==> src/include/sbox_cfg.svh <==
`ifndef SBOX_CFG_SVH
`define SBOX_CFG_SVH

// one S-box word as an element of GF(2^6)
`define SBOX_WORD_W 6

// words processed in parallel per block
`define SBOX_LANES 4

// round count field where 0 runs a single round
`define SBOX_ROUND_W 4

`endif

==> src/source/sbox_ctrl_pkg.sv <==
`default_nettype none

`include "sbox_cfg.svh"

package sbox_ctrl_pkg;

  // operation selected at start
  typedef enum logic [1:0] {
    OP_SBOX  = 2'b00,
    OP_POWER = 2'b01
  } sbox_op_e;

  // round sequencer states
  typedef enum logic [1:0] {
    ST_IDLE = 2'b00,
    ST_RUN  = 2'b01,
    ST_DONE = 2'b10
  } ctrl_state_e;

  typedef logic [`SBOX_WORD_W-1:0] word_t;

  // lane i works on word i
  typedef word_t [`SBOX_LANES-1:0] block_t;

endpackage

`default_nettype wire

==> src/source/gf_tower_pkg.sv <==
`default_nettype none

package gf_tower_pkg;

  // GF(4) element in the tower basis with bit 1 as the high coefficient
  typedef logic [1:0] gf4_t;

  function automatic gf4_t gf4_square(gf4_t a);
    gf4_t c;
    c[0] = a[0] ^ a[1];
    c[1] = a[1];
    return c;
  endfunction

  function automatic gf4_t gf4_add(gf4_t a, gf4_t b);
    return a ^ b;
  endfunction

  function automatic gf4_t gf4_mul(gf4_t a, gf4_t b);
    gf4_t c;
    logic t;
    t = a[1] & b[1];
    c[0] = (a[0] & b[0]) ^ t;
    c[1] = (a[0] & b[1]) ^ (a[1] & b[0]) ^ t;
    return c;
  endfunction

  // a^3 is 1 for every nonzero a, so the product reduces to a mask on b
  function automatic gf4_t gf4_scale(gf4_t a, gf4_t b);
    logic t;
    t = a[0] | a[1];
    return t ? b : 2'b00;
  endfunction

endpackage

`default_nettype wire

==> src/source/tower_power52.sv <==
`timescale 1ns/1ns
`default_nettype none

module tower_power52
  import sbox_ctrl_pkg::*;
  import gf_tower_pkg::*;
(
  input  logic  clk,
  input  word_t z,
  output word_t w
);

  gf4_t x0;
  gf4_t x1;
  gf4_t x2;
  gf4_t q0;
  gf4_t q1;
  gf4_t q2;
  // scaled cross terms where s_ij is scale(x_i, x_j)
  gf4_t s01;
  gf4_t s02;
  gf4_t s10;
  gf4_t s12;
  gf4_t s20;
  gf4_t s21;
  gf4_t m01;
  gf4_t m02;
  gf4_t m12;
  gf4_t c0;
  gf4_t c1;
  gf4_t c2;
  gf4_t r0;
  gf4_t r1;
  gf4_t r2;

  assign x0 = z[1:0];
  assign x1 = z[3:2];
  assign x2 = z[5:4];

  assign q0 = gf4_square(x0);
  assign q1 = gf4_square(x1);
  assign q2 = gf4_square(x2);

  assign s01 = gf4_scale(x0, x1);
  assign s02 = gf4_scale(x0, x2);
  assign s10 = gf4_scale(x1, x0);
  assign s12 = gf4_scale(x1, x2);
  assign s20 = gf4_scale(x2, x0);
  assign s21 = gf4_scale(x2, x1);

  // products of squares
  assign m01 = gf4_mul(q0, q1);
  assign m02 = gf4_mul(q0, q2);
  assign m12 = gf4_mul(q1, q2);

  // each square times the product of the other two coordinates
  assign c0 = gf4_mul(q0, gf4_mul(x1, x2));
  assign c1 = gf4_mul(q1, gf4_mul(x0, x2));
  assign c2 = gf4_mul(q2, gf4_mul(x0, x1));

  assign r0 = gf4_add(gf4_add(gf4_add(x0, x1), gf4_add(s10, s12)),
                      gf4_add(gf4_add(s20, m01), gf4_add(gf4_add(m02, c0), c2)));

  assign r1 = gf4_add(gf4_add(gf4_add(x1, x2), gf4_add(s01, s20)),
                      gf4_add(gf4_add(s21, m01), gf4_add(gf4_add(m12, c0), c1)));

  assign r2 = gf4_add(gf4_add(gf4_add(x0, x2), gf4_add(s01, s02)),
                      gf4_add(gf4_add(s12, m02), gf4_add(gf4_add(m12, c1), c2)));

  // coordinate order of the result follows the tower basis rather than the input
  always_ff @(posedge clk) begin
    w <= {r1, r0, r2};
  end

endmodule

`default_nettype wire

==> src/source/sbox_lane.sv <==
`timescale 1ns/1ns
`default_nettype none

`include "sbox_cfg.svh"

module sbox_lane
  import sbox_ctrl_pkg::*;
(
  input  logic     clk,
  input  sbox_op_e op,
  input  word_t    x,
  output word_t    y
);

  word_t    z;
  word_t    w;
  word_t    p;
  word_t    x_d;
  word_t    mask;
  sbox_op_e op_d;
  logic     t;

  // polynomial basis to tower basis
  function automatic word_t iso_fwd(word_t a);
    word_t b;
    b[0] = a[0] ^ a[2] ^ a[4] ^ a[5];
    b[1] = a[1] ^ a[2] ^ a[4] ^ a[5];
    b[2] = a[0] ^ a[5];
    b[3] = a[4];
    b[4] = a[0] ^ a[1] ^ a[2] ^ a[5];
    b[5] = a[1] ^ a[2] ^ a[3] ^ a[5];
    return b;
  endfunction

  function automatic word_t iso_inv(word_t a);
    word_t b;
    b[0] = a[0] ^ a[1] ^ a[3] ^ a[4];
    b[1] = a[1] ^ a[2] ^ a[4];
    b[2] = a[0] ^ a[1] ^ a[4] ^ a[5];
    b[3] = a[0];
    b[4] = a[3] ^ a[4];
    b[5] = a[2] ^ a[4];
    return b;
  endfunction

  assign z = iso_fwd(x);

  tower_power52 pow_i (
    .clk (clk),
    .z   (z),
    .w   (w)
  );

  // x and op follow the data through stage 1
  always_ff @(posedge clk) begin
    x_d  <= x;
    op_d <= op;
  end

  assign p = iso_inv(w);
  assign t = x_d[2] ^ x_d[4];
  assign mask = (op_d == OP_SBOX) ? {`SBOX_WORD_W{t}} : '0;

  always_ff @(posedge clk) begin
    y <= p ^ mask;
  end

endmodule

`default_nettype wire

==> src/source/block_reg.sv <==
`timescale 1ns/1ns
`default_nettype none

module block_reg
  import sbox_ctrl_pkg::*;
(
  input  logic   clk,
  input  logic   rst,
  input  logic   load,
  input  logic   capture,
  input  block_t din,
  input  block_t lane_out,
  output block_t q
);

  block_t blk;

  always_ff @(posedge clk) begin
    if (rst) begin
      blk <= '0;
    end else if (load) begin
      blk <= din;
    end else if (capture) begin
      blk <= lane_out;
    end
  end

  // lanes see a round result in its capture cycle, keeping each round at two cycles
  assign q = (capture && !load) ? lane_out : blk;

endmodule

`default_nettype wire

==> src/source/sbox_ctrl.sv <==
`timescale 1ns/1ns
`default_nettype none

`include "sbox_cfg.svh"

module sbox_ctrl
  import sbox_ctrl_pkg::*;
(
  input  logic                     clk,
  input  logic                     rst,
  input  logic                     start,
  input  sbox_op_e                 op_in,
  input  logic [`SBOX_ROUND_W-1:0] rounds,
  output sbox_op_e                 op,
  output logic                     load,
  output logic                     capture,
  output logic                     busy,
  output logic                     done
);

  ctrl_state_e              state;
  logic                     phase;
  logic [`SBOX_ROUND_W-1:0] rounds_left;

  assign load = (state == ST_IDLE) && start;
  assign busy = (state != ST_IDLE);
  assign done = (state == ST_DONE);

  always_ff @(posedge clk) begin
    if (rst) begin
      state       <= ST_IDLE;
      op          <= OP_SBOX;
      phase       <= 1'b0;
      rounds_left <= '0;
      capture     <= 1'b0;
    end else begin
      capture <= 1'b0;
      case (state)
        ST_IDLE: begin
          if (start) begin
            state <= ST_RUN;
            op    <= op_in;
            phase <= 1'b0;
            // zero rounds runs once
            rounds_left <= (rounds == '0) ? `SBOX_ROUND_W'(1) : rounds;
          end
        end
        ST_RUN: begin
          phase <= ~phase;
          // second pipeline cycle ends and the results land next cycle
          if (phase) begin
            capture     <= 1'b1;
            rounds_left <= rounds_left - 1'b1;
            if (rounds_left == `SBOX_ROUND_W'(1)) begin
              state <= ST_DONE;
            end
          end
        end
        ST_DONE: begin
          state <= ST_IDLE;
        end
        default: begin
          state <= ST_IDLE;
        end
      endcase
    end
  end

endmodule

`default_nettype wire

==> src/source/sbox_unit.sv <==
`timescale 1ns/1ns
`default_nettype none

`include "sbox_cfg.svh"

module sbox_unit
  import sbox_ctrl_pkg::*;
(
  input  logic                     clk,
  input  logic                     rst,
  input  logic                     start,
  input  sbox_op_e                 op,
  input  logic [`SBOX_ROUND_W-1:0] rounds,
  input  block_t                   din,
  output block_t                   dout,
  output logic                     busy,
  output logic                     done
);

  sbox_op_e op_q;
  logic     load;
  logic     capture;
  block_t   lane_out;

  sbox_ctrl ctrl_i (
    .clk     (clk),
    .rst     (rst),
    .start   (start),
    .op_in   (op),
    .rounds  (rounds),
    .op      (op_q),
    .load    (load),
    .capture (capture),
    .busy    (busy),
    .done    (done)
  );

  block_reg blk_i (
    .clk      (clk),
    .rst      (rst),
    .load     (load),
    .capture  (capture),
    .din      (din),
    .lane_out (lane_out),
    .q        (dout)
  );

  genvar i;
  generate
    for (i = 0; i < `SBOX_LANES; i++) begin : g_lane
      sbox_lane lane_i (
        .clk (clk),
        .op  (op_q),
        .x   (dout[i]),
        .y   (lane_out[i])
      );
    end
  endgenerate

endmodule

`default_nettype wire

==> config.mk <==
export PLATFORM = sky130hd
export DESIGN_NAME = sbox_unit
export DESIGN_NICKNAME = d
export VERILOG_FILES = /design/src/source/sbox_ctrl_pkg.sv /design/src/source/gf_tower_pkg.sv /design/src/source/tower_power52.sv /design/src/source/sbox_lane.sv /design/src/source/block_reg.sv /design/src/source/sbox_ctrl.sv /design/src/source/sbox_unit.sv
export VERILOG_INCLUDE_DIRS = /design/src /design/src/include
export SDC_FILE = /design/constraint.sdc
export NUM_CORES = 1
export LEC_CHECK = 0
export CORE_MARGIN = 4
export CORE_UTILIZATION = 55
export CTS_BUF_LIST = sky130_fd_sc_hd__clkbuf_16
export DETAILED_ROUTE_END_ITERATION = 6
export DONT_BUFFER_PORTS = 1
export PLACE_DENSITY = 0.66
export REMOVE_ABC_BUFFERS = 1
export SLEW_MARGIN = 20
export SYNTH_ARGS = -nofsm -noshare
export SYNTH_HDL_FRONTEND = slang
export SYNTH_SLANG_ARGS = --single-unit
==> constraint.sdc <==
create_clock -name clk -period 5.4 [get_ports clk]
set_input_delay 0.27 -clock clk [delete_from_list [all_inputs] [get_ports clk]]
set_output_delay 0.27 -clock clk [all_outputs]
set_load 0.01 [all_outputs]
After elaboration in Yosys (flattened, before gate mapping)

Cells that the tools add are included.

Register bits: 104
Output and inout port bits: 26
Logic and storage cells: 539

Add/subtract/negate cells: 1
Equal/unequal tests: 6
Multiplexer cells: 42
Bitwise gates (word level): 454
Reduce and logical (&&, ||, !) cells: 14

Operator list:

| cell                  | count |
|---|---|
| $xor A1 B1 Y1         | 208 |
| $xor A2 B2 Y2         | 96 |
| $and A1 B1 Y1         | 132 |
| $mux W24              | 3 |
| $mux W2               | 27 |
| $mux W6               | 4 |
| $xor A6 B6 Y6         | 4 |
| $mux W4               | 3 |
| $or A1 B1 Y1          | 12 |
| $pmux W4 S2           | 1 |
| $reduce_and A3 Y1     | 2 |
| $reduce_bool A2 Y1    | 3 |
| $eq A4 B1 Y1 const B  | 1 |
| $logic_not A2 Y1      | 2 |
| $logic_not A4 Y1      | 1 |
| $ne A2 B1 Y1 const B  | 2 |
| $pmux W2 S2           | 1 |
| $reduce_and A2 Y1     | 2 |
| $sub A4 B1 Y4 const B | 1 |
| $eq A2 B1 Y1 const B  | 1 |
| $eq A2 B2 Y1 const B  | 1 |
| $logic_and A1 B1 Y1   | 2 |
| $mux W1               | 2 |
| $ne A2 B2 Y1 const B  | 1 |
| 4 further kinds       | 5 |

Longest topological paths before layout

Depth after elaboration: 18
Mapped depth: 19
Depth with buffers taken out: 16

Modules after synthesis

A second synthesis with hierarchy kept.

Cell total of the unflattened synthesis: 881
Area total of the unflattened synthesis: 8,395.6 µm²

Modules (own cells, without submodules):

| module        | times used | cells each | area each (µm²) | seq. area each (µm²) |
|---|---|---|---|---|
| tower_power52 | 4          | 137        | 1,166.1         | 120.1 |
| sbox_lane     | 4          | 35         | 419.2           | 200.2 |
| block_reg     | 1          | 134        | 1,498.9         | 480.5 |
| sbox_ctrl     | 1          | 59         | 555.5           | 200.2 |

Worst setup path after synthesis

OpenSTA, ideal clock, no wires.

Kind: register to register
Start: reg ctrl_i.state[1]
End: reg g_lane[0].lane_i.pow_i.w[5]
Library setup time: 0.130 ns
Arrival time: 3.897 ns
Required time: 5.270 ns
Slack: 1.373 ns
Cell stages (with the launch flop): 20
Path buffers: 6
Clock period less this slack: 4.027 ns
Path through: dfxtp_1 -> buf_6 -> or3b_1 -> buf_6 -> buf_6 -> and3_1 -> a21oi_2 -> buf_2 -> buf_1 -> inv_1 -> ha_1 -> clkbuf_1 -> xnor2_1 -> xnor2_1 -> mux2i_1 -> o21ai_0 -> xnor2_1 -> xnor2_1 -> xnor2_1 -> xnor3_1

Longest elaborated chain between the ends: 18

Ends and longest elaborated chain:

| item                                          | line                                              | source |
|---|---|---|
| start, declared                               | sbox_ctrl.sv:21                                   | `ctrl_state_e state;` |
| start signal, assigned                        | sbox_ctrl.sv:31                                   | `state <= ST_IDLE;` |
| start signal, assigned                        | sbox_ctrl.sv:41                                   | `state <= ST_RUN;` |
| start signal, assigned                        | sbox_ctrl.sv:55                                   | `state <= ST_DONE;` |
| $logic_not A2 Y1 (*)                          | sbox_ctrl.sv:25                                   | `assign load = (state == ST_IDLE) && start;` |
| $logic_and A1 B1 Y1 (*)                       | sbox_ctrl.sv:25                                   |  |
| $logic_not A1 Y1 (*)                          | block_reg.sv:29                                   | `assign q = (capture && !load) ? lane_out : blk;` |
| $logic_and A1 B1 Y1 (*)                       | block_reg.sv:29                                   |  |
| $mux W24 (*)                                  | block_reg.sv:29                                   |  |
| $xor A1 B1 Y1 (on tied branches)              | sbox_lane.sv:27, sbox_lane.sv:31, sbox_lane.sv:30 |  |
| $xor A1 B1 Y1 (on tied branches) (2 in a row) | sbox_lane.sv:31, sbox_lane.sv:30                  |  |
| $and A1 B1 Y1                                 | gf_tower_pkg.sv:24                                | `c[1] = (a[0] & b[1]) ^ (a[1] & b[0]) ^ t;` |
| $xor A1 B1 Y1 (2 in a row)                    | gf_tower_pkg.sv:24                                |  |
| $and A1 B1 Y1                                 | gf_tower_pkg.sv:24                                |  |
| $xor A1 B1 Y1 (2 in a row)                    | gf_tower_pkg.sv:24                                |  |
| $xor A2 B2 Y2 (3 in a row)                    | gf_tower_pkg.sv:16                                | `return a ^ b;` |
| $xor A2 B2 Y2 (*)                             | gf_tower_pkg.sv:16                                |  |
| net g_lane[0].lane_i.pow_i.r1[1]              | tower_power52.sv:33                               | `gf4_t r1;` |
| end signal, assigned                          | tower_power52.sv:72                               | `w <= {r1, r0, r2};` |
| end, declared                                 | tower_power52.sv:10                               | `output word_t w` |

Mark *: on every way through the listed nets, which the timed path passes. The rest lies on a longest branch.
A chain may end at the register's enable or synchronous reset.

Worst setup path after layout

Start: reg ctrl_i.state[1]
End: reg g_lane[0].lane_i.pow_i.w[1]

Longest elaborated chain between the ends: 18

Ends and longest elaborated chain:

| item                                          | line                | source |
|---|---|---|
| $logic_not A2 Y1 (*)                          | sbox_ctrl.sv:25     |  |
| $logic_and A1 B1 Y1 (*)                       | sbox_ctrl.sv:25     |  |
| $logic_not A1 Y1 (*)                          | block_reg.sv:29     |  |
| $logic_and A1 B1 Y1 (*)                       | block_reg.sv:29     |  |
| $mux W24 (*)                                  | block_reg.sv:29     |  |
| $xor A1 B1 Y1 (on tied branches) (3 in a row) | --                  |  |
| $and A1 B1 Y1                                 | gf_tower_pkg.sv:24  |  |
| $xor A1 B1 Y1 (2 in a row)                    | gf_tower_pkg.sv:24  |  |
| $and A1 B1 Y1                                 | gf_tower_pkg.sv:24  |  |
| $xor A1 B1 Y1 (2 in a row)                    | gf_tower_pkg.sv:24  |  |
| $xor A2 B2 Y2 (3 in a row)                    | gf_tower_pkg.sv:16  |  |
| $xor A2 B2 Y2 (*)                             | gf_tower_pkg.sv:16  |  |
| net g_lane[0].lane_i.pow_i.r2[1]              | tower_power52.sv:34 | `gf4_t r2;` |

Marked as above.

==> impl_results.md <==
- GRT Total Usage: 24.5%
- RSZ-0062 raised after global routing: false
- Critical path arrival: 4.86 ns
- Die height: 139 µm
- CP Capture Type: register
- Most frequent cells in the layout: xnor2_1, nand2_1, nor2_1, dfxtp_1, a21oi_1
- Final hold vios: 0
- Rows: 47
- Die Area: 19200 µm²
- R2R Path Start: ctrl_i.state[1]
- Final #Nets: 1198
- Worst-margin pin slew: 0.755 ns
- I/O Pins: 59
- Placed Cells: 1351
- HP Start: din[9]
- CTS H-tree lvls: 3
- Port bufs: 0
- Worst-path maximum fanout: 26
- Clock root buffer: clkbuf_16
- Cells after synthesis: 1192
- Largest net degree at the start of global routing: 47
- Final ANT Viol Nets: 0
- Setup crit start: ctrl_i.state[1]
- Synth Warn #: 0
- HPWL Detailed: 18000 µm
- Num CTS Buffers: 9
- Final Util: 59.0%
- CTS tree: done
- Reg clk slew, reported paths: 0.06 ns
- Post-synth EDFFs: 0
- Vias after detailed routing: 8419
- Initial DRC Count: 864
- Overflow after GRT: 0
- TritonRoute pass-1 iters: 5
- Wire length per cell: 17.7 µm
- WS Path Type: register to register
- Path depth of the worst reg2reg path: 13
- # Post-CTS Setup Buffers: 0
- RePlAce Congestion: 0.939
- Commonest non-fill, non-tap cell in the layout: xnor2_1
- Layout area overhead: 4.52%
- Starting Density: 56.4%
- Max Slew Vio Count: 0
- Vias in the first global route: 7697
- Fin crit period: 4.62 ns
- Sink Count: 92
- Hold Path End: blk_i.blk[9]
- Pre-CTS setup slack: 0.842 ns
- Total Power Consumption: 5.24 mW
- Initial antenna violation count: 2
- Leak Pwr: 3.83 nW
- R2R setup slack: 0.78 ns
- Post-route cell area: 9810 µm²
- HP Class: input pin to register
- Maximum VDD drop: 0.000391 V
- Layout cells sized above 1: 7.32%
- #FFs+latches synth: 92
- DP Area: 9470 µm²
- Relative slew slack: 49.3%
- Non-Filler Instances: 1369
- Final wirelength: 24200 µm
- Post-synthesis async set-or-reset flop share: 0%
- Max Buffers Root-to-Sink: 2
- DRC violations left: 0
- Mapped Area: 9390 µm²
- CP required: 5.64 ns
- Power Dens Cells: 534 nW/µm²
- Worst hold stages: 2
- Post-synthesis sequential area ratio: 19.6%
- Syn avg cell area: 7.88 µm²
- Die Span X: 139 µm
- Startpoint types: register
- Final Skew: 0.00870 ns
- Setup ws final: 0.778 ns
- Clock Latency Late Sink: 0.36 ns
- Final-report setup violation count: 0
- Status: finished clean
- First-pass GRT wire length: 39500 µm
- Drt via density: 6.15
- Max-cap viol count: 0
- R2r endpoint: g_lane[0].lane_i.pow_i.w[1]
- Final Cycle Share: 85.6%
- Ys flop type: dfxtp_1
- Cell variety after synth: 84
- Fillers: 1550
- Post_cts resized: 0
- Core area: 16600 µm²
- Max frequency: 0.216 GHz
## cell families after synthesis
group	count (synthesis)	synth area share [%]
buffers and inverters	136	6.18
AND/OR/NAND/NOR	360	18.7
flip-flops	92	19.6
AO/OA/AOI/OAI	289	20.9
XOR/XNOR	238	25.4
adder cells (fa/ha/maj)	22	2.93
multiplexers	55	6.30
## worst max path at each step
stage | endpoint
final | g_lane[0].lane_i.pow_i.w[1]
after global routing | g_lane[0].lane_i.pow_i.w[5]
after CTS | g_lane[0].lane_i.pow_i.w[1]
after detailed placement | g_lane[0].lane_i.pow_i.w[1]
after global placement | g_lane[3].lane_i.pow_i.w[5]
after floorplan | g_lane[0].lane_i.pow_i.w[1]
## metal layers
metal | vias to the layer above | share of wire [%] | wire, µm | GRT usage [%]
met3 | 47 | 6.8 | 1650 | 4.38
met5 | - | 0.050 | 12 | 0
met2 | 296 | 44 | 10600 | 35.9
met1 | 3937 | 47 | 11400 | 36.2
li1 | 4137 | - | - | -
met4 | 2 | 2.3 | 546 | 8.55
## report_power, final
part           total, mW  internal (mW)  switching (mW)
Sequential          1.20          0.964           0.237
Clock              0.677          0.404           0.274
Combinational       3.36           1.67            1.69
## critical path, stage by stage, from the launching register on
cell and delay, ns:
dfxtp_1 0.56, or3b_4 0.43, nand2_4 0.23, a21oi_1 0.56
xnor2_1 0.31, xnor2_1 0.39, inv_1 0.13, ha_1 0.39
or4_1 0.54, a21oi_1 0.15, o21ai_0 0.10, o311a_1 0.19
xnor3_1 0.35, xnor3_1 0.18
## cell usage after synthesis, types with 6 or more instances
library cell  count  area share (%)
nand3_1          32             1.7
nor4_1            9            0.60
o211ai_1         14             1.1
o31ai_1           8            0.64
a21oi_1          64             3.4
nand2b_1         10            0.67
clkbuf_1         48             1.9
o211a_1           6            0.64
xnor3_1          18             4.3
and2_1           13            0.87
inv_2             9            0.36
nor2_1           93             3.7
a22oi_1          12            0.96
a221oi_1          7            0.65
dfxtp_1          92              20
and3_1           14            0.93
buf_2            20             1.1
inv_1            33             1.3
nor3_1           47             2.5
nand3b_1          9            0.72
a211oi_1         36             2.9
or2_2             6            0.40
a311oi_1          8            0.75
xor2_1           61             5.7
xnor2_1         153              14
buf_1            13            0.52
mux2i_1          49             5.2
ha_1             22             2.9
o22ai_1          11            0.73
o21ai_1           6            0.32
o21ai_0          62             3.3
nand2_1          94             3.8
## registers in the layout, summed over array words and instances, names as in the netlist
name / count
blk_i.blk: 24
ctrl_i.capture: 1
ctrl_i.op: 2
ctrl_i.phase: 1
ctrl_i.rounds_left: 4
ctrl_i.state: 2
g_lane.lane_i.op_d: 2
g_lane.lane_i.pow_i.w: 24
g_lane.lane_i.x_d: 8
g_lane.lane_i.y: 24
## timing repair
action                                 4_1_cts  5_1_grt
hold buffers                                 1        0
endpoints found under the hold margin       34        0
setup endpoints to repair                    0        0
## cell type report
class,instances,area (µm²),share of cell area (%)
Antenna cell,1,2.50,0.0255
Clock buffer,9,225,2.30
Clock inverter,7,91.3,0.931
Inverter,47,176,1.80
Multi-Input combinational cell,964,6970,71.0
Sequential cell,92,1840,18.8
Tap cell,220,275,2.81
Timing Repair Buffer,29,230,2.35
## through the flow
step	setup TNS [ns]	hold WS, ns
global route	0	0.0401
CTS	0	0.0380
detailed placement	0	0.339
global placement	0	0.336
floorplan	-2.35	0.331
finish	0	0.0469
Note: power is estimated with default switching activity, not from simulation.
